`config.mk`:
```
export PLATFORM = sky130hd
export DESIGN_NAME = btb_pred_select
export DESIGN_NICKNAME = d
export VERILOG_FILES = /design/src/design/core_types_pkg.sv /design/src/design/btb_pred_select.sv
export SDC_FILE = /design/constraint.sdc
export NUM_CORES = 1
export LEC_CHECK = 0
export BUFFER_PORTS_ARGS = -buffer_cell sky130_fd_sc_hd__clkbuf_2
export CORE_AREA = 8 8 160 162
export CTS_BUF_LIST = sky130_fd_sc_hd__clkbuf_2 sky130_fd_sc_hd__clkbuf_4 sky130_fd_sc_hd__clkbuf_8
export CTS_CLUSTER_SIZE = 20
export DETAILED_ROUTE_END_ITERATION = 8
export DIE_AREA = 0 0 168 170
export PLACE_DENSITY_LB_ADDON = 0.15
export REMOVE_ABC_BUFFERS = 1
export SLEW_MARGIN = 30
export SYNTH_ARGS = -nofsm -noshare
export SYNTH_HDL_FRONTEND = slang
export SYNTH_SLANG_ARGS = --single-unit
```
`constraint.sdc`:
```
create_clock -name CLK -period 2.6 [get_ports CLK]
set_input_delay 0.39 -clock CLK [delete_from_list [all_inputs] [get_ports CLK]]
set_output_delay 0.39 -clock CLK [all_outputs]
set_load 0.05 [all_outputs]
```
`src/design/core_types_pkg.sv`:
```
// ------------------------------------------------------------
// shared widths, enums and packed structs for the branch
// prediction front end; every file refers to these by
// scoped name
// ------------------------------------------------------------

package core_types_pkg;

    // fetch block geometry
    localparam int BTB_SLOTS        = 16;
    localparam int BTB_SLOT_WIDTH   = 4;
    localparam int BTB_OFFSET_WIDTH = 5;
    localparam int BTB_BLOCK_BYTES  = 32;

    // array sizing
    localparam int BTB_ASSOC        = 2;
    localparam int BTB_INDEX_WIDTH  = 6;
    localparam int BTB_SETS         = 64;
    localparam int BTB_TAG_WIDTH    = 8;
    localparam int BTB_TARGET_WIDTH = 16;
    localparam int ASID_WIDTH       = 4;

    // none marks an empty entry
    typedef enum logic [1:0] {
        kind_none = 2'd0,
        kind_cond = 2'd1,
        kind_jump = 2'd2,
        kind_ret  = 2'd3
    } branch_kind_e;

    typedef struct packed {
        branch_kind_e kind;
        logic [1:0]   ctr;
    } btb_pred_info_t;

    // one way of one slot
    typedef struct packed {
        btb_pred_info_t                pred_info;
        logic [BTB_TAG_WIDTH-1:0]      tag;
        logic [BTB_TARGET_WIDTH-1:0]   target;
    } btb_entry_t;

    localparam int BTB_ENTRY_WIDTH = $bits(btb_entry_t);
    localparam int BTB_ROW_WIDTH   = BTB_SLOTS * BTB_ASSOC * BTB_ENTRY_WIDTH;

    typedef struct packed {
        logic [31:0]           pc;
        logic [ASID_WIDTH-1:0] asid;
    } btb_req_t;

    typedef struct packed {
        logic [31:0] start_pc;
    } btb_update0_t;

    typedef struct packed {
        btb_pred_info_t pred_info;
        logic           pred_lru;
        logic [31:0]    target_pc;
    } btb_update1_t;

    typedef struct packed {
        logic [BTB_SLOTS-1:0]                         hit;
        btb_pred_info_t [BTB_SLOTS-1:0]               pred_info;
        logic [BTB_SLOTS-1:0]                         pred_lru;
        logic [BTB_SLOTS-1:0][BTB_TARGET_WIDTH-1:0]   target;
    } btb_resp_t;

    typedef struct packed {
        logic                      taken;
        logic [BTB_SLOT_WIDTH-1:0] slot;
        logic [31:0]               next_pc;
    } btb_pred_t;

endpackage

```
`src/design/btb_pred_select.sv`:
```
// ------------------------------------------------------------
// picks the first taken branch at or after the fetch offset
// and forms the next fetch address from the BTB response
// ------------------------------------------------------------

`timescale 1ns/1ps

module btb_pred_select (
    input  logic                       CLK,
    input  logic                       nRST,
    input  logic                       valid_REQ,
    input  logic [31:0]                req_pc,
    input  core_types_pkg::btb_resp_t  resp,
    output core_types_pkg::btb_pred_t  pred
);

    logic [31:0]                          pc_q;
    logic [core_types_pkg::BTB_SLOT_WIDTH-1:0] start_slot;
    logic [core_types_pkg::BTB_SLOTS-1:0] slot_taken;
    logic [31:0]                          block_base;

    // request pc lines up with the response
    always_ff @(posedge CLK, negedge nRST) begin
        if (~nRST) begin
            pc_q <= '0;
        end else if (valid_REQ) begin
            pc_q <= req_pc;
        end
    end

    assign start_slot = pc_q[1 +: core_types_pkg::BTB_SLOT_WIDTH];
    assign block_base = {pc_q[31:core_types_pkg::BTB_OFFSET_WIDTH],
                         {core_types_pkg::BTB_OFFSET_WIDTH{1'b0}}};

    // per slot taken decision
    always_comb begin
        for (int s = 0; s < core_types_pkg::BTB_SLOTS; s++) begin
            case (resp.pred_info[s].kind)
                core_types_pkg::kind_jump,
                core_types_pkg::kind_ret:  slot_taken[s] = resp.hit[s];
                core_types_pkg::kind_cond: slot_taken[s] = resp.hit[s]
                                                         & resp.pred_info[s].ctr[1];
                default:                   slot_taken[s] = 1'b0;
            endcase
            // slots before the fetch offset are not executed
            if (s < start_slot) begin
                slot_taken[s] = 1'b0;
            end
        end
    end

    // priority scan, lowest slot wins
    always_comb begin
        pred.taken   = 1'b0;
        pred.slot    = '1;
        pred.next_pc = block_base + core_types_pkg::BTB_BLOCK_BYTES;
        for (int s = core_types_pkg::BTB_SLOTS - 1; s >= 0; s--) begin
            if (slot_taken[s]) begin
                pred.taken   = 1'b1;
                pred.slot    = s[core_types_pkg::BTB_SLOT_WIDTH-1:0];
                pred.next_pc = {pc_q[31:core_types_pkg::BTB_TARGET_WIDTH+1],
                                resp.target[s], 1'b0};
            end
        end
    end

endmodule

```
### Word-level counts from Yosys, hierarchy flattened

Index checks and enable logic that the tools add are counted.

* flip-flop bits (word level): 32
* word-level logic and storage cells: 144

* add/subtract/negate cells: 1
* $lt $le $gt $ge: 15
* eq/ne operators: 48
* muxes and demuxes: 47
* bitwise logic cells: 16
* reductions and logical operators: 16

Operator list (count)
* $mux 37: 16
* $eq 2x2->1 const B: 32
* $add 32x6->32 const B: 1
* $eq 2x1->1 const B: 16
* $pmux 1 s2: 16
* $reduce_or 2->1: 16
* $lt 4x4->1 const A: 7
* $and 1x1->1: 16
* $lt 3x4->1 const A: 4
* $mux 1: 15
* $lt 1x4->1 const A: 2
* $lt 2x4->1 const A: 2

### Longest topological paths before layout

Gate-level depths: netlist of the first run.

* depth in word-level cells: 19
* gate-level depth with buffers: 11

### Least setup slack after synthesis of the first run

OpenSTA, ideal clock, no wires.

* kind: reg2out
* start: reg pc_q[2]
* end: out pred[4] (netlist name)
* arrival: 2.854 ns
* data required time: 2.210 ns
* path slack: -0.644 ns
* cell stages (with the launch flop): 10
* cells stage by stage: dfrtp_1 > buf_6 > o211ai_2 > and3_1 > buf_6 > clkbuf_1 > a221oi_1 > o21a_1 > o31a_1 > o21ai_0

RTL lines
* from (decl): line btb_pred_select.sv:17 `logic [31:0] pc_q;`
* from (signal assigned): line btb_pred_select.sv:27 `pc_q <= req_pc;`
* to (decl): line btb_pred_select.sv:14 `output core_types_pkg::btb_pred_t pred`

==> results of run 1 <==
## critical path, cell delays in order (launching register included)
cell      delay (ps)
dfrtp_2          450
buf_6            150
a211o_1          310
buf_6            120
nor3_2            90
buf_4            170
buf_6            120
buf_6            100
nor3_2            30
o31a_1           350
a311oi_4         260
a211o_1          180
buf_12           140
## cells in the mapped netlist (6+ instances only)
cell,number
a311oi_1,6
a21oi_1,60
mux2_2,29
buf_6,6
nand3_1,41
a211o_1,7
o311ai_0,10
xnor2_1,13
a31oi_1,12
nand2_1,68
a211oi_1,10
or3_1,8
a21o_1,11
o22ai_1,6
buf_4,6
clkbuf_1,29
o211ai_1,15
o221ai_1,7
nor3_1,38
xor2_1,9
buf_2,13
nor2_1,49
o21ai_0,42
nand4_1,7
and3_1,18
dfrtp_1,31
o21a_1,8
## power groups by stage
stage / clock network (mW) / logic (mW) / registers [mW]
finish: 0.370 / 3.07 / 0.587
global route: 0.410 / 3.23 / 0.594
CTS: 0.386 / 2.88 / 0.582
detailed placement: 0 / 2.58 / 0.583
global placement: 0 / 2.58 / 0.583
floorplan: 0 / 1.09 / 0.596
## per-layer routing
layer / vias up / global-route usage [%]
met5: - / 0
met3: 48 / 5.98
met2: 314 / 40.8
met1: 3744 / 27.4
li1: 3698 / -
met4: 6 / 5.24
## final timing paths
| check | start | to | slack (ps) | depth (start not counted) |
|---|---|---|---|---|
| worst min register to register | pc_q[6]$_DFFE_PN0P_ | pc_q[6]$_DFFE_PN0P_ | 560 | 1 |
| max in group asynchronous | nRST | pc_q[4]$_DFFE_PN0P_ | 1850 | 1 |
| worst max-delay path | pc_q[2]$_DFFE_PN0P_ | pred[5] | -550 | 12 |
| min in group CLK | req_pc[11] | pc_q[11]$_DFFE_PN0P_ | 330 | 3 |
| worst max register to register | pc_q[1]$_DFFE_PN0P_ | pc_q[1]$_DFFE_PN0P_ | 1390 | 4 |
| worst min-delay path | nRST | pc_q[24]$_DFFE_PN0P_ | 180 | 1 |
## layout make-up
type / instances / area [sq um]
Clock buffer: 5 / 68.8
Sequential cell: 31 / 781
Timing Repair Buffer: 626 / 4700
Multi-Input combinational cell: 567 / 4490
Fill cell: 2332 / 12600
Inverter: 5 / 18.8
Tap cell: 290 / 363
Clock inverter: 3 / 15.0
Antenna cell: 4 / 10.0
## cell families after synthesis
kind of cell               Yosys count
xor gates and xnor gates            22
buffers and inverters               61
muxes                               30
and+or+nand+nor                    268
AOI/OAI and AO/OA                  245
DFF                                 31
other                                1
adders and majority gates            1
## repair_timing
item                                    4_1_cts  5_1_grt
endpoints found under the setup margin       36       36
buffers inserted                             29       39
pin swaps                                    64       52
gates resized for setup                     165       95
cloned                                        3        2
==> run metrics, run 1 <==
CTS tree=yes; Sw Pwr=1.76 mW; multiplexer share of the synthesized area=7.06%; Worst setup EP type=primary output; CTS Buf Count=5; sequential area share after synthesis=16.3%; core region area=23100 sq um; max FFs per register=31; share of cells above drive strength 1=65.1%; gate count of the mapped netlist=659; Worst VDD drop=0.256 mV; register share of total power=14.6%; latest clock arrival within the worst-skew pair=280 ps; run status=finished, violations left; min Tclk post-route=3150 ps; P_leak=5.03 nW; routed wire length=35900 um; Die Area=28600 sq um; EDFF count, synth=0; Netlist Area Pre-Place=4770 sq um; grt total ovfl=0; Die Span Y=170 um; WL met3=2770 um; number of max-cap violations=0; Avg Cell Area, Syn=7.23 sq um; dpl ws=-785 ps; first-pass GRT wire length=50400 um; Hold-fix buffers, CTS=0; ys async rst share=100%; largest net degree at the start of global routing=32; xor and xnor area share after synthesis=4.04%; drt pass-1 iters=5; All-Layer GR Usage=23.0%; synth top area cells=dfrtp_1 (16%), mux2_2 (6.9%), a21oi_1 (6.3%); vias in the first global route=7831; Max Transition Viols Final=0; power density over cell area=385 nW/um^2; largest family of logic cells by synthesized area=compound AO/OA/AOI/OAI gates; cell count after placement=1453; CP Data Arrival Time=2760 ps; initial DRC count=470; CTS H-tree depth=2; final total power=4.03 mW; clock transition at the registers of the reported paths=70 ps; antenna-violating nets left=0; Post-Synth Adder-Cell Area=0.263%; failing checks=negative setup slack; setup violators final=36; Port Buf Inserts=389; Fin Hold WS=183 ps; Area Growth Syn to Fin=119%; final net count=1624; Top reg by flops=pc_q; P_int=2.26 mW; Comb pwr share=76.2%; fin crit share=121%; DP Area=8660 sq um; RSZ-0062 raised after global routing=yes; WL met2=18100 um; CP required=2210 ps; Max Freq=317 MHz; commonest non-fill, non-tap cells in the layout=clkbuf_2 (353), buf_4 (174), nand2_1 (64); simple-gate share of the synthesized area=30.3%; startpoint types=flip-flop; row cnt=56; top cell type's share of synthesized area=16.3%; most common cell after layout, fill and taps aside=clkbuf_2; Top Layer Used=met5; initial core utilization=20.7%; number of I/O pins=424; max-slew headroom at the worst pin=45.9%; via density per instance=5.10; Clock Power Share=9.2%; Synth Warn #=0; Setup CP Type=reg -> out; met1 WL=14200 um; initial antenna violation count=7; design area=10400 sq um; DRC=0; RePlAce Congestion=0.913; Yosys cell types=74; Clock Sink Count=31; via count=7810; clock root cell=clkbuf_8; final setup margin=-552 ps; top flop regs=pc_q (31); FF+latch count, synth=31; Longest Clk Path Bufs=2; utilization after layout=45.3%; sw frac=43.8%; drt wl/cell=23.4 um; Compound-Gate Fraction of Synth Area=35.4%; commonest register cell after synthesis=dfrtp_1; Final TNS setup=-14810 ps; Crit Path Max Fanout=6; fin cells=1531; clock skew=0 ps; Chip Width=168 um; pin slew with the least headroom to its limit=811 ps; biggest area consumer among synthesized cells=dfrtp_1; Hold Crit Class=in -> async; final hold vios=0; Final HPWL DP=30100 um
No activity file was read; power rests on OpenSTA's default activity.
==> run 2: changes to the inputs <==
--- a/config.mk
+++ b/config.mk
@@ -5,12 +5,13 @@
 export SDC_FILE = /design/constraint.sdc
 export NUM_CORES = 1
 export LEC_CHECK = 0
+export ABC_AREA = 1
 export BUFFER_PORTS_ARGS = -buffer_cell sky130_fd_sc_hd__clkbuf_2
-export CORE_AREA = 8 8 160 162
+export CORE_AREA = 8 8 161 163
 export CTS_BUF_LIST = sky130_fd_sc_hd__clkbuf_2 sky130_fd_sc_hd__clkbuf_4 sky130_fd_sc_hd__clkbuf_8
 export CTS_CLUSTER_SIZE = 20
 export DETAILED_ROUTE_END_ITERATION = 8
-export DIE_AREA = 0 0 168 170
+export DIE_AREA = 0 0 169 171
 export PLACE_DENSITY_LB_ADDON = 0.15
 export REMOVE_ABC_BUFFERS = 1
 export SLEW_MARGIN = 30
==> run 2 against run 1 <==
Net effect:
- the flow still finishes with violations (negative setup slack)
- maximum frequency is 4.7% higher
- global-route usage is 2.9 points lower
- critical path type unchanged
- setup slack improved by 140 ps
- core utilization decreased by 3.0 points
- synthesized area is 6.4% higher
==> run metrics, run 2 <==
run status=finished, violations left (unchanged); failing checks=negative setup slack (unchanged); min Tclk post-route=3010 ps (was 3150 ps); final total power=3.67 mW (was 4.03 mW); Post-synth top cells=nand2_1 (349), nor2_1 (140), inv_1 (81) (was nand2_1 (68), a21oi_1 (60), nor2_1 (49)); design area=9840 sq um (was 10400 sq um); ys async rst share=100% (unchanged); CTS H-tree depth=2 (unchanged); DRC=0 (unchanged); core region area=23300 sq um (was 23100 sq um); Chip Width=169 um (was 168 um); pin slew with the least headroom to its limit=861 ps (was 811 ps); Port Buf Inserts=389 (unchanged); startpoint types=flip-flop (unchanged); final net count=1840 (was 1624); Sequential Area=779 sq um (was 781 sq um); initial DRC count=468 (was 470); via count=7981 (was 7810); antenna-violating nets left=0 (unchanged); area of the multi-input gates=4420 sq um (was 4490 sq um); vias in the first global route=8166 (was 7831); most common cell after layout, fill and taps aside=clkbuf_2 (unchanged); RSZ-0062 raised after global routing=yes (unchanged); Area Growth Syn to Fin=94.2% (was 119%); Clock Sink Count=31 (unchanged); FF+latch count, synth=31 (unchanged); fin cells=1774 (was 1531); Die Area=28900 sq um (was 28600 sq um); clock transition at the registers of the reported paths=90 ps (was 70 ps); worst-case reg-to-reg path depth=2 (was 4); number of I/O pins=424 (unchanged); routed wire length=31100 um (was 35900 um); Longest Clk Path Bufs=2 (unchanged); top cell type's share of synthesized area=25.8% (was 16.3%); power density over cell area=372 nW/um^2 (was 385 nW/um^2); commonest non-fill, non-tap cells in the layout=clkbuf_2 (353), nand2_1 (315), nor2_1 (130) (was clkbuf_2 (353), buf_4 (174), nand2_1 (64)); top flop regs=pc_q (31) (unchanged); drt wl/cell=17.6 um (was 23.4 um); row cnt=56 (unchanged); max FFs per register=31 (unchanged); drt pass-1 iters=6 (was 5); clock root cell=clkbuf_8 (unchanged); Synth Warn #=0 (unchanged); All-Layer GR Usage=20.1% (was 23.0%); P_leak=5.36 nW (was 5.03 nW); number of max-cap violations=0 (unchanged); DP Area=8550 sq um (was 8660 sq um); Setup CP Type=reg -> out (unchanged); biggest area consumer among synthesized cells=nand2_1 (was dfrtp_1); Final HPWL DP=26300 um (was 30100 um); # fillers=2610 (was 2332); initial core utilization=21.8% (was 20.7%); gate count of the mapped netlist=956 (was 659); via density per instance=4.50 (was 5.10); CTS Buf Count=5 (unchanged); utilization after layout=42.3% (was 45.3%); Die Span Y=171 um (was 170 um); RR Startpoint=pc_q[7]$_DFFE_PN0P_ (was pc_q[1]$_DFFE_PN0P_); Max Transition Viols Final=0 (unchanged); latest clock arrival within the worst-skew pair=300 ps (was 280 ps); commonest register cell after synthesis=dfrtp_1 (unchanged); RePlAce Congestion=0.863 (was 0.913); cell count after placement=1734 (was 1453); grt total ovfl=0 (unchanged); RR Endpoint=pc_q[7]$_DFFE_PN0P_ (was pc_q[1]$_DFFE_PN0P_); fin crit share=116% (was 121%); Yosys cell types=41 (was 74); Final TNS setup=-9860 ps (was -14810 ps); Top reg by flops=pc_q (unchanged); Hold Crit Class=in -> async (unchanged); first-pass GRT wire length=44900 um (was 50400 um); Max Freq=332 MHz (was 317 MHz); final setup margin=-412 ps (was -552 ps); initial antenna violation count=6 (was 7); sequential area share after synthesis=15.3% (was 16.3%); CP Data Arrival Time=2620 ps (was 2760 ps); share of cells above drive strength 1=49.6% (was 65.1%); Crit Path Max Fanout=4 (was 6); Avg Cell Area, Syn=5.30 sq um (was 7.23 sq um); Worst setup EP type=primary output (unchanged); EDFF count, synth=0 (unchanged); max-slew headroom at the worst pin=42.6% (was 45.9%); CP required=2210 ps (about the same); Fin Hold WS=168 ps (was 183 ps); dpl ws=-311 ps (was -785 ps); synth top area cells=nand2_1 (26%), dfrtp_1 (15%), nor2_1 (10%) (was dfrtp_1 (16%), mux2_2 (6.9%), a21oi_1 (6.3%)); largest net degree at the start of global routing=32 (unchanged); Critical path origin=pc_q[4]$_DFFE_PN0P_ (was pc_q[2]$_DFFE_PN0P_); Worst VDD drop=0.192 mV (was 0.256 mV); r2r setup slk=1630 ps (was 1390 ps); CTS tree=yes (unchanged); Hold-fix buffers, CTS=0 (unchanged); setup violators final=34 (was 36); clock skew=0 ps (unchanged); final hold vios=0 (unchanged); most frequent cell after synthesis=nand2_1 (unchanged); Netlist Area Pre-Place=5070 sq um (was 4770 sq um)
run 2: final cells by class:
| cell class | count | share of cell area, % |
|---|---|---|
| well taps | 319 | 4.05 |
| diodes | 2 | 0.0508 |
| repair buffers | 531 | 38.4 |
| clock inverters | 3 | 0.241 |
| inverters | 91 | 3.80 |
| multi-input cells | 792 | 44.9 |
| flip-flops and latches | 31 | 7.92 |
| clock buffers | 5 | 0.699 |
run 2: power breakdown:
part	total (mW)	switching, mW	internal, mW
Sequential	0.579	0.0517	0.527
Clock	0.429	0.238	0.192
Combinational	2.66	1.46	1.19
Total	3.67	1.75	1.91
run 2: metal layers:
metal  part of all wire, %  global-route usage [%]  wire length, um
met1                    40                    23.4            12600
met2                    49                    35.2            15200
met3                   9.1                    7.42             2830
met4                   1.6                    3.46              507
met5                  0.20                       0               63
run 2: critical path, stage by stage, from the launching register on:
cell,delay [ps]
dfrtp_1,390
buf_6,140
inv_8,40
buf_6,110
a21oi_4,180
nor2_4,70
nand2_4,90
inv_4,50
nor2_4,110
nand2_2,100
nor2_4,180
nand2_4,80
nor2_4,150
buf_6,120
nand4_1,130
xor2_2,230
buf_12,160
run 2: cells by family (layout without fill, tap and decap cells):
group                    Yosys count  count (layout)  share of synthesized area, %
AO/OA/AOI/OAI                    179             179                          20.4
XOR/XNOR                          15              15                          2.59
adder cells (fa/ha/maj)            1               1                         0.247
buffers and inverters            133             630                          10.2
flip-flops                        31              31                          15.3
multiplexers                       9               9                          2.00
other                              1               3                        0.0740
AND/OR/NAND/NOR                  587             587                          49.1
run 2: repair_timing:
| action | in CTS | in global routing |
|---|---|---|
| endpoints found under the setup margin | 34 | 36 |
| gates resized for setup | 131 | 114 |
| cloned | 0 | 1 |
| setup buffers | 19 | 18 |
| pin swaps | 26 | 56 |
run 2: worst max path at each step:
stage,endpoint,depth (start not counted)
floorplan,pred[17],11
global placement,pred[8],20
detailed placement,pred[8],20
CTS,pred[14],19
global route,pred[26],16
finish,pred[29],16
==> run 3: changes to the inputs <==
--- a/config.mk
+++ b/config.mk
@@ -12,6 +12,7 @@
 export CTS_CLUSTER_SIZE = 20
 export DETAILED_ROUTE_END_ITERATION = 8
 export DIE_AREA = 0 0 169 171
+export GPL_TIMING_DRIVEN = 0
 export PLACE_DENSITY_LB_ADDON = 0.15
 export REMOVE_ABC_BUFFERS = 1
 export SLEW_MARGIN = 30
==> run 3 against run 2 <==
Net effect:
- the flow still finishes with violations (negative setup slack)
- core utilization is 2.3 points lower
- power shrank 5.0%
- combinational power down 7%
- count of clock-buffer cells in the layout unchanged
- clock power decreased by 3%
- first-iteration DRC count up 22%
- routed wire length increased by 6.3%
- register-to-register slack is essentially flat
- global-route usage is 1.1 points higher
- sequential power grew 1%
- largest cell class unchanged
==> run metrics, run 3 (same netlist as run 2, synthesis figures left out) <==
run status=finished, violations left (unchanged); failing checks=negative setup slack (unchanged); largest net degree at the start of global routing=54 (was 32); Critical path origin=pc_q[2]$_DFFE_PN0P_ (was pc_q[4]$_DFFE_PN0P_); All-Layer GR Usage=21.2% (was 20.1%); utilization after layout=40.0% (was 42.3%); startpoint types=flip-flop (unchanged); Worst Path Buf+Inv=5 (was 6); DP Area=7260 sq um (was 8550 sq um); CTS tree=yes (unchanged); Fin Hold WS=162 ps (was 168 ps); dpl ws=-1060 ps (was -311 ps); pin slew with the least headroom to its limit=888 ps (was 861 ps); CP Data Arrival Time=2670 ps (was 2620 ps); initial DRC count=572 (was 468); worst-case reg-to-reg path depth=3 (was 2); via count=7934 (was 7981); Worst setup EP type=primary output (unchanged); top flop regs=pc_q (31) (unchanged); most common cell after layout, fill and taps aside=clkbuf_2 (unchanged); Final HPWL DP=25200 um (was 26300 um); CP required=2210 ps (about the same); r2r setup slk=1630 ps (about the same); final net count=1799 (was 1840); latest clock arrival within the worst-skew pair=290 ps (was 300 ps); cell family with most CP delay=simple AND/OR/NAND/NOR gates (unchanged); Final TNS setup=-11270 ps (was -9860 ps); CTS H-tree depth=2 (unchanged); RR Endpoint=pc_q[4]$_DFFE_PN0P_ (was pc_q[7]$_DFFE_PN0P_); Worst path depth=16 (unchanged); max-slew headroom at the worst pin=40.8% (was 42.6%); row cnt=56 (unchanged); Longest Clk Path Bufs=2 (unchanged); grt total ovfl=0 (unchanged); CTS Buf Count=5 (unchanged); setup violators final=33 (was 34); Worst VDD drop=0.224 mV (was 0.192 mV); antenna-violating nets left=0 (unchanged); clock skew=0 ps (unchanged); min Tclk post-route=3060 ps (was 3010 ps); design area=9320 sq um (was 9840 sq um); RSZ-0062 raised after global routing=yes (unchanged); DRC=0 (unchanged); via density per instance=4.58 (was 4.50); Chip Width=169 um (unchanged); initial antenna violation count=2 (was 6); critical path cell sequence=buf_4 > buf_4 > nor4_4 > buf_4 > nor2_4 > nand2_4 > nor2_4 > nand2_2 > nor2_4 > buf_4 > nand2_4 > nor2_4 > nand3_2 > nor2_2 > xor2_1 > clkbuf_8 (was buf_6 > inv_8 > buf_6 > a21oi_4 > nor2_4 > nand2_4 > inv_4 > nor2_4 > nand2_2 > nor2_4 > nand2_4 > nor2_4 > buf_6 > nand4_1 > xor2_2 > buf_12); Max Freq=327 MHz (was 332 MHz); P_leak=5.06 nW (was 5.36 nW); Top reg by flops=pc_q (unchanged); Die Span Y=171 um (unchanged); Hold-fix buffers, CTS=0 (unchanged); fin crit share=118% (was 116%); Port Buf Inserts=389 (unchanged); Clock Sink Count=31 (unchanged); final setup margin=-455 ps (was -412 ps); Setup CP Type=reg -> out (unchanged); share of cells above drive strength 1=47.4% (was 49.6%); vias in the first global route=8095 (was 8166); final hold vios=0 (unchanged); max FFs per register=31 (unchanged); drt wl/cell=19.1 um (was 17.6 um); number of max-cap violations=0 (unchanged); Area Growth Syn to Fin=83.8% (was 94.2%); Die Area=28900 sq um (unchanged); Slowest Stage Delay on Critical Path=460 ps (was 390 ps); Hold Crit Class=in -> async (unchanged); clock transition at the registers of the reported paths=80 ps (was 90 ps); fin cells=1732 (was 1774); number of I/O pins=424 (unchanged); final total power=3.48 mW (was 3.67 mW); Max Transition Viols Final=0 (unchanged); cell count after placement=1623 (was 1734); commonest non-fill, non-tap cells in the layout=clkbuf_2 (353), nand2_1 (324), nor2_1 (124) (was clkbuf_2 (353), nand2_1 (315), nor2_1 (130)); initial core utilization=21.8% (unchanged); clock root cell=clkbuf_8 (unchanged); Max stage delay cell, worst path=dfrtp_2 (was dfrtp_1); Critical Path End=pred[26] (was pred[29]); first-pass GRT wire length=46900 um (was 44900 um); Crit Path Max Fanout=6 (was 4); power density over cell area=374 nW/um^2 (was 372 nW/um^2); routed wire length=33100 um (was 31100 um); drt pass-1 iters=4 (was 6); core region area=23300 sq um (unchanged); RePlAce Congestion=0.864 (was 0.863); RR Startpoint=pc_q[4]$_DFFE_PN0P_ (was pc_q[7]$_DFFE_PN0P_)
run 3: area by class of cell:
type / instances / area, sq um
inverters: 91 / 415
multi-input cells: 797 / 4460
flip-flops and latches: 31 / 783
repair inverters: 2 / 16.3
repair buffers: 483 / 3140
clock buffers: 5 / 68.8
fillers: 2626 / 13900
clock inverters: 3 / 23.8
well taps: 319 / 399
diodes: 1 / 2.50
run 3: where the power goes:
part           leakage, nW  total, mW  switching (mW)  internal [mW]
logic                 4.65       2.48            1.47           1.01
clock network       0.0408      0.415           0.224          0.191
registers            0.366      0.587          0.0591          0.528
run 3: worst min path at each step:
stage	startpoint	to	slack, ps
after detailed placement	pc_q[31]$_DFFE_PN0P_	pc_q[31]$_DFFE_PN0P_	520
final	nRST	pc_q[26]$_DFFE_PN0P_	160
after floorplan	nRST	pc_q[10]$_DFFE_PN0P_	90
after global routing	nRST	pc_q[26]$_DFFE_PN0P_	220
after CTS	nRST	pc_q[26]$_DFFE_PN0P_	200
after global placement	pc_q[31]$_DFFE_PN0P_	pc_q[31]$_DFFE_PN0P_	510
run 3: timing repair:
item	4_1_cts	5_1_grt
endpoints found under the setup margin	36	35
pin swaps	59	50
setup buffers	72	22
resized for setup	179	112
endpoints found under the hold margin	0	0
gates cloned	7	1
run 3: per-layer routing:
layer	vias up	track usage [%]	wire, um
li1	3996	-	-
met1	3580	26.7	14200
met2	315	35.4	15600
met3	41	6.25	2680
met4	2	4.04	595
met5	-	0	13
run 3: worst reg2reg max path: cells and delay by family (launching register included):
kind / cells / cell delay, ps
compound gates: 1 / 60
flops: 1 / 500
buf+inv: 2 / 260
